$ cat src/logic/instrDec_config.svh
`ifndef INSTRDEC_CONFIG_SVH
`define INSTRDEC_CONFIG_SVH

// ------------------------------
// Widths
// ------------------------------

`define ID_OPCODE_W 7   // Opcode bits, 128 opcode slots
`define ID_ALUOP_W  6   // ALU operation code bits

// ------------------------------
// Special opcodes
// ------------------------------

`define ID_NOP_OPCODE 94    // No operation

// ------------------------------
// Instruction enables
// ------------------------------

// One bit per opcode slot, bit n enables opcode n
// Word 0 covers memory, stack, I/O and the integer ADD to SGN groups
// Word 1 covers NEG, ABS, PST and the first AND pair
// Word 2 covers the bitwise, logical, compare and shift groups plus NOP
// Word 3 is the unused top of the opcode space
// Jump, call and return slots 13 to 16 stay clear
// Float, normalise and conversion slots stay clear
`define ID_ENABLE_MASK 128'h00000000_7FCCFFFF_C0038E39_E6661FFF

// ------------------------------
// Pipeline behaviour
// ------------------------------

// 1 keeps the previous ALU code through a NOP
// 0 lets a NOP load ALU code 0
`define ID_HOLD_ON_NOP 1

`endif
$ cat src/logic/instrDecPkg.sv
`default_nettype none
`include "instrDec_config.svh"

package instrDecPkg;

    // ------------------------------
    // Opcodes
    // ------------------------------

    typedef enum logic [`ID_OPCODE_W-1:0] {
        LOD   = 0,  P_LOD   = 1,                   // Load from data memory
        LDI   = 2,  ILI     = 3,                   // Indirect and bit-reversed indirect load
        SET   = 4,  SET_P   = 5,                   // Store, store with pop
        STI   = 6,  ISI     = 7,                   // Indirect and bit-reversed indirect store
        PSH   = 8,  POP     = 9,                   // Data stack
        INN   = 10, P_INN   = 11, OUT     = 12,    // I/O ports
        ADD   = 17, S_ADD   = 18,                  // Two-operand arithmetic
        MLT   = 21, S_MLT   = 22,
        DIV   = 25, S_DIV   = 26,
        MOD   = 29, S_MOD   = 30,
        SGN   = 31, S_SGN   = 32,
        NEG   = 35, NEG_M   = 36, P_NEG_M = 37,    // One-operand arithmetic
        ABS   = 41, ABS_M   = 42, P_ABS_M = 43,
        PST   = 47, PST_M   = 48, P_PST_M = 49,
        AND   = 62, S_AND   = 63,                  // Bitwise
        ORR   = 64, S_ORR   = 65,
        XOR   = 66, S_XOR   = 67,
        INV   = 68, INV_M   = 69, P_INV_M = 70,
        LAN   = 71, S_LAN   = 72,                  // Logical
        LOR   = 73, S_LOR   = 74,
        LIN   = 75, LIN_M   = 76, P_LIN_M = 77,
        LES   = 78, S_LES   = 79,                  // Compare
        GRE   = 82, S_GRE   = 83,
        EQU   = 86, S_EQU   = 87,
        SHL   = 88, S_SHL   = 89,                  // Shift
        SHR   = 90, S_SHR   = 91,
        SRS   = 92, S_SRS   = 93,
        NOP   = `ID_NOP_OPCODE
    } opcode_e;

    // ------------------------------
    // ALU operation codes
    // ------------------------------

    typedef enum logic [`ID_ALUOP_W-1:0] {
        ALU_NONE  = 0,                              // Accumulator untouched
        ALU_LOAD  = 1,                              // Accumulator takes operand
        ALU_ADD   = 2,  ALU_MLT   = 4,
        ALU_DIV   = 6,  ALU_MOD   = 8,
        ALU_SGN   = 9,                              // Sign of one operand onto the other
        ALU_NEG   = 11, ALU_NEG_M = 12,             // Two's complement
        ALU_ABS   = 15, ALU_ABS_M = 16,
        ALU_PST   = 19, ALU_PST_M = 20,             // Clamp negatives to zero
        ALU_AND   = 29, ALU_ORR   = 30, ALU_XOR   = 31,
        ALU_INV   = 32, ALU_INV_M = 33,
        ALU_LAN   = 34, ALU_LOR   = 35,
        ALU_LIN   = 36, ALU_LIN_M = 37,             // Logical not
        ALU_LES   = 38, ALU_GRE   = 40, ALU_EQU   = 42,
        ALU_SHL   = 43, ALU_SHR   = 44, ALU_SRS   = 45  // SRS keeps sign
    } aluOp_e;

    // ------------------------------
    // Decoder buses
    // ------------------------------

    typedef struct packed {
        opcode_e op;        // Raw opcode, meaningful only with valid
        logic    valid;     // Known and enabled
        logic    isNop;     // Enabled NOP
    } decoded_t;

    typedef struct packed {
        logic push;         // Push accumulator onto data stack
        logic pop;          // Pop data stack
        logic memWr;        // Data memory write
        logic reqIn;        // Input port request
        logic outEn;        // Output port enable
        logic ldi;          // Indirect load address
        logic sti;          // Indirect store address
        logic fft;          // Bit-reversed indirect address
    } ctrl_t;

endpackage

`default_nettype wire

$ cat src/logic/instrDec.sv
`default_nettype none
`include "instrDec_config.svh"

module instrDec (
    input  wire                    clk,
    input  wire                    rstN,
    input  wire [`ID_OPCODE_W-1:0] opcode,
    output logic                   push,
    output logic                   pop,
    output logic                   memWr,
    output logic                   reqIn,
    output logic                   outEn,
    output logic                   ldi,
    output logic                   sti,
    output logic                   fft,
    output instrDecPkg::aluOp_e    aluOp    // Registered, one cycle after opcode
);

    instrDecPkg::decoded_t decoded;         // Shared by both back ends
    instrDecPkg::ctrl_t    ctrl;            // Same-cycle strobes

    // ------------------------------
    // Decode units
    // ------------------------------

    opcodeMatch uMatch (
        .opcode  (opcode),
        .decoded (decoded)
    );

    ctrlStrobes uStrobes (
        .decoded (decoded),
        .ctrl    (ctrl)
    );

    aluOpReg uAluOp (
        .clk     (clk),
        .rstN    (rstN),
        .decoded (decoded),
        .aluOp   (aluOp)
    );

    // Strobe bus split into the processor's control lines
    assign push  = ctrl.push;
    assign pop   = ctrl.pop;
    assign memWr = ctrl.memWr;
    assign reqIn = ctrl.reqIn;
    assign outEn = ctrl.outEn;
    assign ldi   = ctrl.ldi;
    assign sti   = ctrl.sti;
    assign fft   = ctrl.fft;

endmodule

`default_nettype wire

$ cat src/logic/aluOpReg.sv
`default_nettype none
`include "instrDec_config.svh"

module aluOpReg (
    input  wire                        clk,
    input  wire                        rstN,
    input  wire instrDecPkg::decoded_t decoded,
    output instrDecPkg::aluOp_e        aluOp
);

    localparam bit holdOnNop = (`ID_HOLD_ON_NOP != 0);    // NOP keeps the last code

    instrDecPkg::aluOp_e aluNext;   // Code for the opcode at this edge

    // ------------------------------
    // Opcode to ALU code
    // ------------------------------

    always_comb begin
        case (decoded.op)
            // Loads and POP bring an operand into the accumulator
            instrDecPkg::LOD, instrDecPkg::P_LOD,
            instrDecPkg::LDI, instrDecPkg::ILI,
            instrDecPkg::SET_P, instrDecPkg::POP:
                aluNext = instrDecPkg::ALU_LOAD;
            instrDecPkg::ADD, instrDecPkg::S_ADD:
                aluNext = instrDecPkg::ALU_ADD;
            instrDecPkg::MLT, instrDecPkg::S_MLT:
                aluNext = instrDecPkg::ALU_MLT;
            instrDecPkg::DIV, instrDecPkg::S_DIV:
                aluNext = instrDecPkg::ALU_DIV;
            instrDecPkg::MOD, instrDecPkg::S_MOD:
                aluNext = instrDecPkg::ALU_MOD;
            instrDecPkg::SGN, instrDecPkg::S_SGN:
                aluNext = instrDecPkg::ALU_SGN;
            instrDecPkg::NEG:
                aluNext = instrDecPkg::ALU_NEG;             // Acts on accumulator
            instrDecPkg::NEG_M, instrDecPkg::P_NEG_M:
                aluNext = instrDecPkg::ALU_NEG_M;           // Acts on memory operand
            instrDecPkg::ABS:
                aluNext = instrDecPkg::ALU_ABS;
            instrDecPkg::ABS_M, instrDecPkg::P_ABS_M:
                aluNext = instrDecPkg::ALU_ABS_M;
            instrDecPkg::PST:
                aluNext = instrDecPkg::ALU_PST;
            instrDecPkg::PST_M, instrDecPkg::P_PST_M:
                aluNext = instrDecPkg::ALU_PST_M;
            instrDecPkg::AND, instrDecPkg::S_AND:
                aluNext = instrDecPkg::ALU_AND;
            instrDecPkg::ORR, instrDecPkg::S_ORR:
                aluNext = instrDecPkg::ALU_ORR;
            instrDecPkg::XOR, instrDecPkg::S_XOR:
                aluNext = instrDecPkg::ALU_XOR;
            instrDecPkg::INV:
                aluNext = instrDecPkg::ALU_INV;
            instrDecPkg::INV_M, instrDecPkg::P_INV_M:
                aluNext = instrDecPkg::ALU_INV_M;
            instrDecPkg::LAN, instrDecPkg::S_LAN:
                aluNext = instrDecPkg::ALU_LAN;
            instrDecPkg::LOR, instrDecPkg::S_LOR:
                aluNext = instrDecPkg::ALU_LOR;
            instrDecPkg::LIN:
                aluNext = instrDecPkg::ALU_LIN;
            instrDecPkg::LIN_M, instrDecPkg::P_LIN_M:
                aluNext = instrDecPkg::ALU_LIN_M;
            instrDecPkg::LES, instrDecPkg::S_LES:
                aluNext = instrDecPkg::ALU_LES;
            instrDecPkg::GRE, instrDecPkg::S_GRE:
                aluNext = instrDecPkg::ALU_GRE;
            instrDecPkg::EQU, instrDecPkg::S_EQU:
                aluNext = instrDecPkg::ALU_EQU;
            instrDecPkg::SHL, instrDecPkg::S_SHL:
                aluNext = instrDecPkg::ALU_SHL;
            instrDecPkg::SHR, instrDecPkg::S_SHR:
                aluNext = instrDecPkg::ALU_SHR;
            instrDecPkg::SRS, instrDecPkg::S_SRS:
                aluNext = instrDecPkg::ALU_SRS;
            default:
                aluNext = instrDecPkg::ALU_NONE;    // Stores, stack push, I/O and NOP
        endcase
        if (!decoded.valid) begin
            aluNext = instrDecPkg::ALU_NONE;        // Unknown or disabled opcode
        end
    end

    // ------------------------------
    // Pipeline register
    // ------------------------------

    always_ff @(posedge clk) begin
        if (!rstN) begin
            aluOp <= instrDecPkg::ALU_NONE;
        end else if (!(holdOnNop && decoded.isNop)) begin
            aluOp <= aluNext;                       // One cycle behind the opcode
        end
    end

endmodule

`default_nettype wire

$ cat src/logic/ctrlStrobes.sv
`default_nettype none

module ctrlStrobes (
    input  wire instrDecPkg::decoded_t decoded,
    output instrDecPkg::ctrl_t         ctrl
);

    instrDecPkg::opcode_e op;   // Shorthand for the group tests

    assign op = decoded.op;

    // ------------------------------
    // Strobe groups
    // ------------------------------

    always_comb begin
        ctrl = '0;              // Unknown or disabled opcodes drive nothing
        if (decoded.valid) begin
            // Push variants save the accumulator before loading a new value
            ctrl.push  = op inside {instrDecPkg::P_LOD,   instrDecPkg::PSH,
                                    instrDecPkg::P_INN,   instrDecPkg::P_NEG_M,
                                    instrDecPkg::P_ABS_M, instrDecPkg::P_PST_M,
                                    instrDecPkg::P_INV_M, instrDecPkg::P_LIN_M};
            // Stack-operand forms consume the top of stack
            ctrl.pop   = op inside {instrDecPkg::SET_P, instrDecPkg::STI,
                                    instrDecPkg::ISI,   instrDecPkg::POP,
                                    instrDecPkg::S_ADD, instrDecPkg::S_MLT,
                                    instrDecPkg::S_DIV, instrDecPkg::S_MOD,
                                    instrDecPkg::S_SGN, instrDecPkg::S_AND,
                                    instrDecPkg::S_ORR, instrDecPkg::S_XOR,
                                    instrDecPkg::S_LAN, instrDecPkg::S_LOR,
                                    instrDecPkg::S_LES, instrDecPkg::S_GRE,
                                    instrDecPkg::S_EQU, instrDecPkg::S_SHL,
                                    instrDecPkg::S_SHR, instrDecPkg::S_SRS};
            ctrl.memWr = op inside {instrDecPkg::SET, instrDecPkg::SET_P,
                                    instrDecPkg::STI, instrDecPkg::ISI};   // All stores
            ctrl.ldi   = op inside {instrDecPkg::LDI, instrDecPkg::ILI};   // Indirect load
            ctrl.sti   = op inside {instrDecPkg::STI, instrDecPkg::ISI};   // Indirect store
            ctrl.fft   = op inside {instrDecPkg::ILI, instrDecPkg::ISI};   // Reversed address
            ctrl.reqIn = op inside {instrDecPkg::INN, instrDecPkg::P_INN}; // Port read
            ctrl.outEn = (op == instrDecPkg::OUT);                         // Port write
        end
    end

endmodule

`default_nettype wire

$ cat src/logic/opcodeMatch.sv
`default_nettype none
`include "instrDec_config.svh"

module opcodeMatch #(
    parameter logic [2**`ID_OPCODE_W-1:0] enableMask = `ID_ENABLE_MASK  // Bit n enables opcode n
) (
    input  wire [`ID_OPCODE_W-1:0] opcode,
    output instrDecPkg::decoded_t  decoded
);

    logic known;    // Opcode is part of the instruction set

    // ------------------------------
    // Instruction set membership
    // ------------------------------

    always_comb begin
        case (opcode)
            // Memory and indirect access
            instrDecPkg::LOD, instrDecPkg::P_LOD,
            instrDecPkg::LDI, instrDecPkg::ILI,
            instrDecPkg::SET, instrDecPkg::SET_P,
            instrDecPkg::STI, instrDecPkg::ISI:
                known = 1'b1;
            // Stack and I/O
            instrDecPkg::PSH, instrDecPkg::POP,
            instrDecPkg::INN, instrDecPkg::P_INN,
            instrDecPkg::OUT:
                known = 1'b1;
            // Two-operand arithmetic
            instrDecPkg::ADD, instrDecPkg::S_ADD,
            instrDecPkg::MLT, instrDecPkg::S_MLT,
            instrDecPkg::DIV, instrDecPkg::S_DIV,
            instrDecPkg::MOD, instrDecPkg::S_MOD,
            instrDecPkg::SGN, instrDecPkg::S_SGN:
                known = 1'b1;
            // One-operand arithmetic
            instrDecPkg::NEG, instrDecPkg::NEG_M, instrDecPkg::P_NEG_M,
            instrDecPkg::ABS, instrDecPkg::ABS_M, instrDecPkg::P_ABS_M,
            instrDecPkg::PST, instrDecPkg::PST_M, instrDecPkg::P_PST_M:
                known = 1'b1;
            // Bitwise
            instrDecPkg::AND, instrDecPkg::S_AND,
            instrDecPkg::ORR, instrDecPkg::S_ORR,
            instrDecPkg::XOR, instrDecPkg::S_XOR,
            instrDecPkg::INV, instrDecPkg::INV_M, instrDecPkg::P_INV_M:
                known = 1'b1;
            // Logical
            instrDecPkg::LAN, instrDecPkg::S_LAN,
            instrDecPkg::LOR, instrDecPkg::S_LOR,
            instrDecPkg::LIN, instrDecPkg::LIN_M, instrDecPkg::P_LIN_M:
                known = 1'b1;
            // Compare
            instrDecPkg::LES, instrDecPkg::S_LES,
            instrDecPkg::GRE, instrDecPkg::S_GRE,
            instrDecPkg::EQU, instrDecPkg::S_EQU:
                known = 1'b1;
            // Shift
            instrDecPkg::SHL, instrDecPkg::S_SHL,
            instrDecPkg::SHR, instrDecPkg::S_SHR,
            instrDecPkg::SRS, instrDecPkg::S_SRS:
                known = 1'b1;
            instrDecPkg::NOP:
                known = 1'b1;
            default:
                known = 1'b0;   // Jumps, float slots and empty space
        endcase
    end

    // ------------------------------
    // Decoded output
    // ------------------------------

    always_comb begin
        decoded.op    = instrDecPkg::opcode_e'(opcode);     // Passed on unconditionally
        decoded.valid = known && enableMask[opcode];        // Disabled looks unknown
        decoded.isNop = decoded.valid && (opcode == instrDecPkg::NOP);
    end

endmodule

`default_nettype wire

$ cat config.mk
export PLATFORM = sky130hd
export DESIGN_NAME = instrDec
export DESIGN_NICKNAME = d
export VERILOG_FILES = /design/src/logic/instrDecPkg.sv /design/src/logic/instrDec.sv /design/src/logic/aluOpReg.sv /design/src/logic/ctrlStrobes.sv /design/src/logic/opcodeMatch.sv
export VERILOG_INCLUDE_DIRS = /design/src /design/src/logic
export SDC_FILE = /design/constraint.sdc
export NUM_CORES = 1
export LEC_CHECK = 0
export BUFFER_PORTS_ARGS = -buffer_cell sky130_fd_sc_hd__buf_2
export CAP_MARGIN = 15
export CORE_MARGIN = 3
export CORE_UTILIZATION = 50
export CTS_CLUSTER_DIAMETER = 40
export DETAILED_ROUTE_END_ITERATION = 6
export PLACE_DENSITY = 0.76
export SYNTH_ARGS = -nofsm -noshare
export SYNTH_HDL_FRONTEND = slang
export SYNTH_SLANG_ARGS = --single-unit
export TNS_END_PERCENT = 100
$ cat constraint.sdc
create_clock -name clk -period 2 [get_ports clk]
set_input_delay 0.3 -clock clk [delete_from_list [all_inputs] [get_ports clk]]
set_output_delay 0.3 -clock clk [all_outputs]
set_load 0.05 [all_outputs]
==> impl_metrics.toml, run 1 <==
[logic_synthesis]
synth.distinct_cells = 51
synth-seq-cells = 6
synth-async-reset-ratio_pct = 0
synth_nets = 198
avgSynthCellArea_sq_um = 6.910
synthFlopType = "dfxtp_1"
ys_seq_area_share_pct = 9.766
yosys_warnings = 0
post_synth_inst_count = 178
synth-edff-count = 0
netlist_area_sq_um = 1230

[timing]
worst-ep-kind = "output port"
worst_endpoint = "pop"

[cts]
cts_max_level = 1
clockBufferDepth = 2
cts_num_sinks = 6
cts_made_buffers = 3
postCtsHoldBufs = 0
clockRootBuffer = "clkbuf_4"

[global_routing]
track_usage_pct = 69.67
grt_max_degree = 21
overflow = 94

[floorplan]
start_util_pct = 54.04
fp.dieH_um = 55.60
dieWidth_um = 55.60
rows = 17
io_pins = 23

[placement]
hpwl_um = 4192
gp_congestion = 1.045
port_buffers = 22

[outcome]
haltStage = "global routing (5_1_grt)"
outcome = "stopped before the end"
stop_error = "[ERROR GRT-0232] Routing congestion too high. Check the congestion heatmap in the GUI."
-- routing by layer --
layer  overflow  track usage, %
met5          0               0
met2         60           95.10
met4         34           79.51
met3          0           38.75
met1          0           68.74
-- cell families after synthesis --
group	after synthesis	share of synthesized area, %
DFF	6	9.766
adders and majority gates	11	11.19
AOI/OAI and AO/OA	60	35.30
muxes	5	4.069
buffers and inverters	24	8.850
xor gates and xnor gates	2	1.424
and+or+nand+nor	70	29.40
-- cell usage after synthesis (2+ instances only) --
library cell	instances	share of area, %
nor2_1	19	5.8
nand2_1	12	3.7
ha_1	11	11
a21oi_1	10	4.1
o21ai_0	10	4.1
nor3_1	9	3.7
clkbuf_1	8	2.4
a31oi_1	7	3.6
inv_1	7	2.1
dfxtp_1	6	9.8
nor2b_1	6	3.1
mux2i_1	5	4.1
nand2b_1	5	2.5
nand3_1	4	1.6
o211ai_1	4	2.4
a311oi_1	3	2.1
and3_1	3	1.5
buf_2	3	1.2
o22ai_1	3	1.5
a211oi_1	2	1.2
a31o_2	2	1.4
buf_4	2	1.2
inv_2	2	0.61
nand4_1	2	1.0
nor4_1	2	1.0
nor4_2	2	2.0
o21ai_1	2	0.81
o221ai_1	2	1.4
or3_1	2	1.0
xor2_1	2	1.4
-- stage by stage --
stage | worst slack [ns] | utilization (%) | hold WS (ns) | area (sq um) | cells
2_1_floorplan | 0.008615 | - | 0.4914 | 1348 | 178
3_3_place_gp | -0.2894 | 86.20 | 0.4386 | 1962 | 284
3_5_place_dp | -0.2991 | 86.20 | 0.4587 | 1962 | 284
4_1_cts | -0.1561 | 90.43 | 0.3936 | 2058 | 288
-- what timing repair did --
action	4_1_cts
setup buffers	1
endpoints found under the setup margin	7
pin swaps	5
gates resized for setup	20
==> run 2: changes to the inputs <==
--- a/config.mk
+++ b/config.mk
@@ -8,11 +8,10 @@
 export LEC_CHECK = 0
 export BUFFER_PORTS_ARGS = -buffer_cell sky130_fd_sc_hd__buf_2
 export CAP_MARGIN = 15
-export CORE_MARGIN = 3
-export CORE_UTILIZATION = 50
-export CTS_CLUSTER_DIAMETER = 40
+export CORE_AREA = 3 3 64 66
 export DETAILED_ROUTE_END_ITERATION = 6
-export PLACE_DENSITY = 0.76
+export DIE_AREA = 0 0 67 69
+export PLACE_DENSITY_LB_ADDON = 0.15
 export SYNTH_ARGS = -nofsm -noshare
 export SYNTH_HDL_FRONTEND = slang
 export SYNTH_SLANG_ARGS = --single-unit
==> constraint.sdc (replaced) <==
create_clock -name clk -period 2.6 [get_ports clk]
set_input_delay 0.39 -clock clk [delete_from_list [all_inputs] [get_ports clk]]
set_output_delay 0.39 -clock clk [all_outputs]
set_load 0.05 [all_outputs]
==> run 2 against run 1 <==
Compared with the run above:
- the flow now finishes without violations
- synthesized area unchanged
- synthesized cell count is the same
==> impl_metrics.toml, run 2 <==
[cts]
cts_tree = "built"
clk_latency_ns = 0.22
cts_num_sinks = 6
clk_pin_slew_worst_paths_ns = 0.03
clockBufferDepth = 2
postCtsHoldBufs = 0
clockRootBuffer = "clkbuf_8"
cts_max_level = 1
cts_made_buffers = 3

[drt]
vias = 1545
drt-initial-drc-count = 120
drc_errors = 0
ant_nets = 0
routed_wirelength_um = 4353
viasPerCell = 5.965
drt_first_pass_iters = 4
drt-wirelength-per-cell_um = 16.81

[cells_and_area]
finalNetCount = 233
num_antenna_cells = 0
drive_above_1_share_pct = 34.12
top_regs = "uAluOp.aluOp (6)"
mostFrequentLayoutCells = "buf_4, buf_2, nor2_1, nand2_1"
largest_reg_flops = 6
post-route-cell-area_sq_um = 1615
fillers = 402
largest-register = "uAluOp.aluOp"
final_common_cell = "buf_4"
syn_to_final_growth_pct = 31.33

[critical_path]
crit_buf_inv = 3
cp_top_family = "compound AO/OA/AOI/OAI gates"
cpMaxStageDelayCell = "a2111oi_4"
crit_path_end_kind = "output pin"
cp_max_fo = 6
cp.required_ns = 2.21
critPathMaxStageDelay_ns = 0.38
startpoint_type = "input pin"
worstPathArrival_ns = 2.09
path_class = "in2out"
cp_cell_sequence = "buf_2 -> inv_1 -> ha_2 -> mux2i_1 -> a2111oi_4 -> o32ai_4 -> a21oi_2 -> a21oi_2 -> buf_2"

[timing]
relSlewSlack_pct = 62.66
hold_viol_final = 0
tightest_slew_ns = 0.5555
timing.final.crit_share_pct = 95.33
fin_crit_ns = 2.478
finalClockSkew_ns = 0
whs_ns = 0.4459
report.final.slew_viol_count = 0
fmax_ghz = 0.4035
tns_ns = 0
finalSetupViolations = 0

[global_routing]
track_usage_pct = 19.03
overflow = 0
grt_pass1_vias = 1474
antenna_found_initial = 0
grt_max_degree = 23
grt_pass1_wl_um = 7044

[placement]
gp_congestion = 0.8912
hpwl_um = 3271
port_buffers = 22
place_area_sq_um = 1528

[floorplan]
die_area_sq_um = 4623
io_pins = 23
rows = 22
core_sq_um = 3633
start_util_pct = 33.85
fp.dieH_um = 69
dieWidth_um = 67

[hold_path]
hold_class = "reg2reg"

[logic_synthesis]
synth-async-reset-ratio_pct = 0
yosys_warnings = 0
synthFlopType = "dfxtp_1"
synth_top_area_cell = "ha_1"
ys_seq_area_share_pct = 9.766
netlist.area_leader.share_pct = 11.19
synth_common_cells = "nor2_1, nand2_1, ha_1"
synth.distinct_cells = 51
synth-edff-count = 0
yosys-top-cells-area = "ha_1, dfxtp_1, nor2_1"
post_synth_inst_count = 178
synth-seq-cells = 6
netlist_area_sq_um = 1230
synth_most_common_cell = "nor2_1"
avgSynthCellArea_sq_um = 6.910
synth_nets = 198

[outcome]
outcome = "completed"

[pwr]
p_per_area_nw_per_um2 = 299.5
max-vdd-ir-drop_v = 0.0001097
p_leak_nw = 0.6744

[run]
drv_cap = 0
run 2: cell counts after synthesis:
Identical to the previous run, type by type.
run 2: timing repair:
action / 4_1_cts / 5_1_grt
setup buffers: 0 / 0
endpoints found under the setup margin: 0 / 4
gates resized for setup: 0 / 9
run 2: final cells by class:
cell class	count	area, sq um	share of cell area [%]
clock buffers	3	41.29	2.556
repair buffers	45	285.3	17.66
well taps	48	60.06	3.718
multi-input cells	148	1075	66.54
flip-flops and latches	6	120.1	7.436
inverters	9	33.78	2.091
run 2: metal layers:
metal	global-route usage, %	vias to the layer above	routed length [um]
met4	8.333	0	92
li1	-	731	-
met3	2.443	11	331
met1	26.76	726	1860
met5	0	-	0
met2	28.38	77	2068
run 2: worst min-delay path: cells and delay by family (launching register included):
family,cells,cell delay (ns)
and+or+nand+nor,1,0.05
DFF,1,0.29
AOI/OAI and AO/OA,1,0.05
run 2: worst paths after layout:
check             slack (ns)            start  cells after the start         endpoint
setup / recovery        0.12        opcode[1]                      9              pop
hold / removal          0.45  uAluOp.aluOp[0]                      2  uAluOp.aluOp[0]
setup reg to reg        1.86  uAluOp.aluOp[4]                      2  uAluOp.aluOp[4]
hold reg to reg         0.45  uAluOp.aluOp[0]                      2  uAluOp.aluOp[0]
run 2: cell families after synthesis:
logic type      after synthesis  share of synthesized area [%]
simple gates                 70                          29.40
compound gates               60                          35.30
buf+inv                      24                          8.850
fa+ha+maj                    11                          11.19
flops                         6                          9.766
mux                           5                          4.069
xor+xnor                      2                          1.424
run 2: metrics by stage:
| stage | cells | utilization, % | setup slack [ns] | total power [mW] |
|---|---|---|---|---|
| floorplan | 178 | - | -0.2162 | 0.2582 |
| global placement | 256 | 42.05 | 0.1354 | 0.3343 |
| detailed placement | 256 | 42.05 | 0.06958 | 0.3341 |
| CTS | 259 | 43.18 | 0.07730 | 0.4735 |
| global route | 259 | 44.46 | -0.009940 | 0.5135 |
| finish | 259 | 44.46 | 0.1215 | 0.4838 |
run 2: power by group:
group	internal [mW]	leakage (nW)	total (mW)	switching [mW]
combinational	0.0939	0.604	0.250	0.156
sequential	0.0968	0.0488	0.0986	0.00183
clock	0.0991	0.0216	0.136	0.0364
Power figures use the tool's default switching activity.
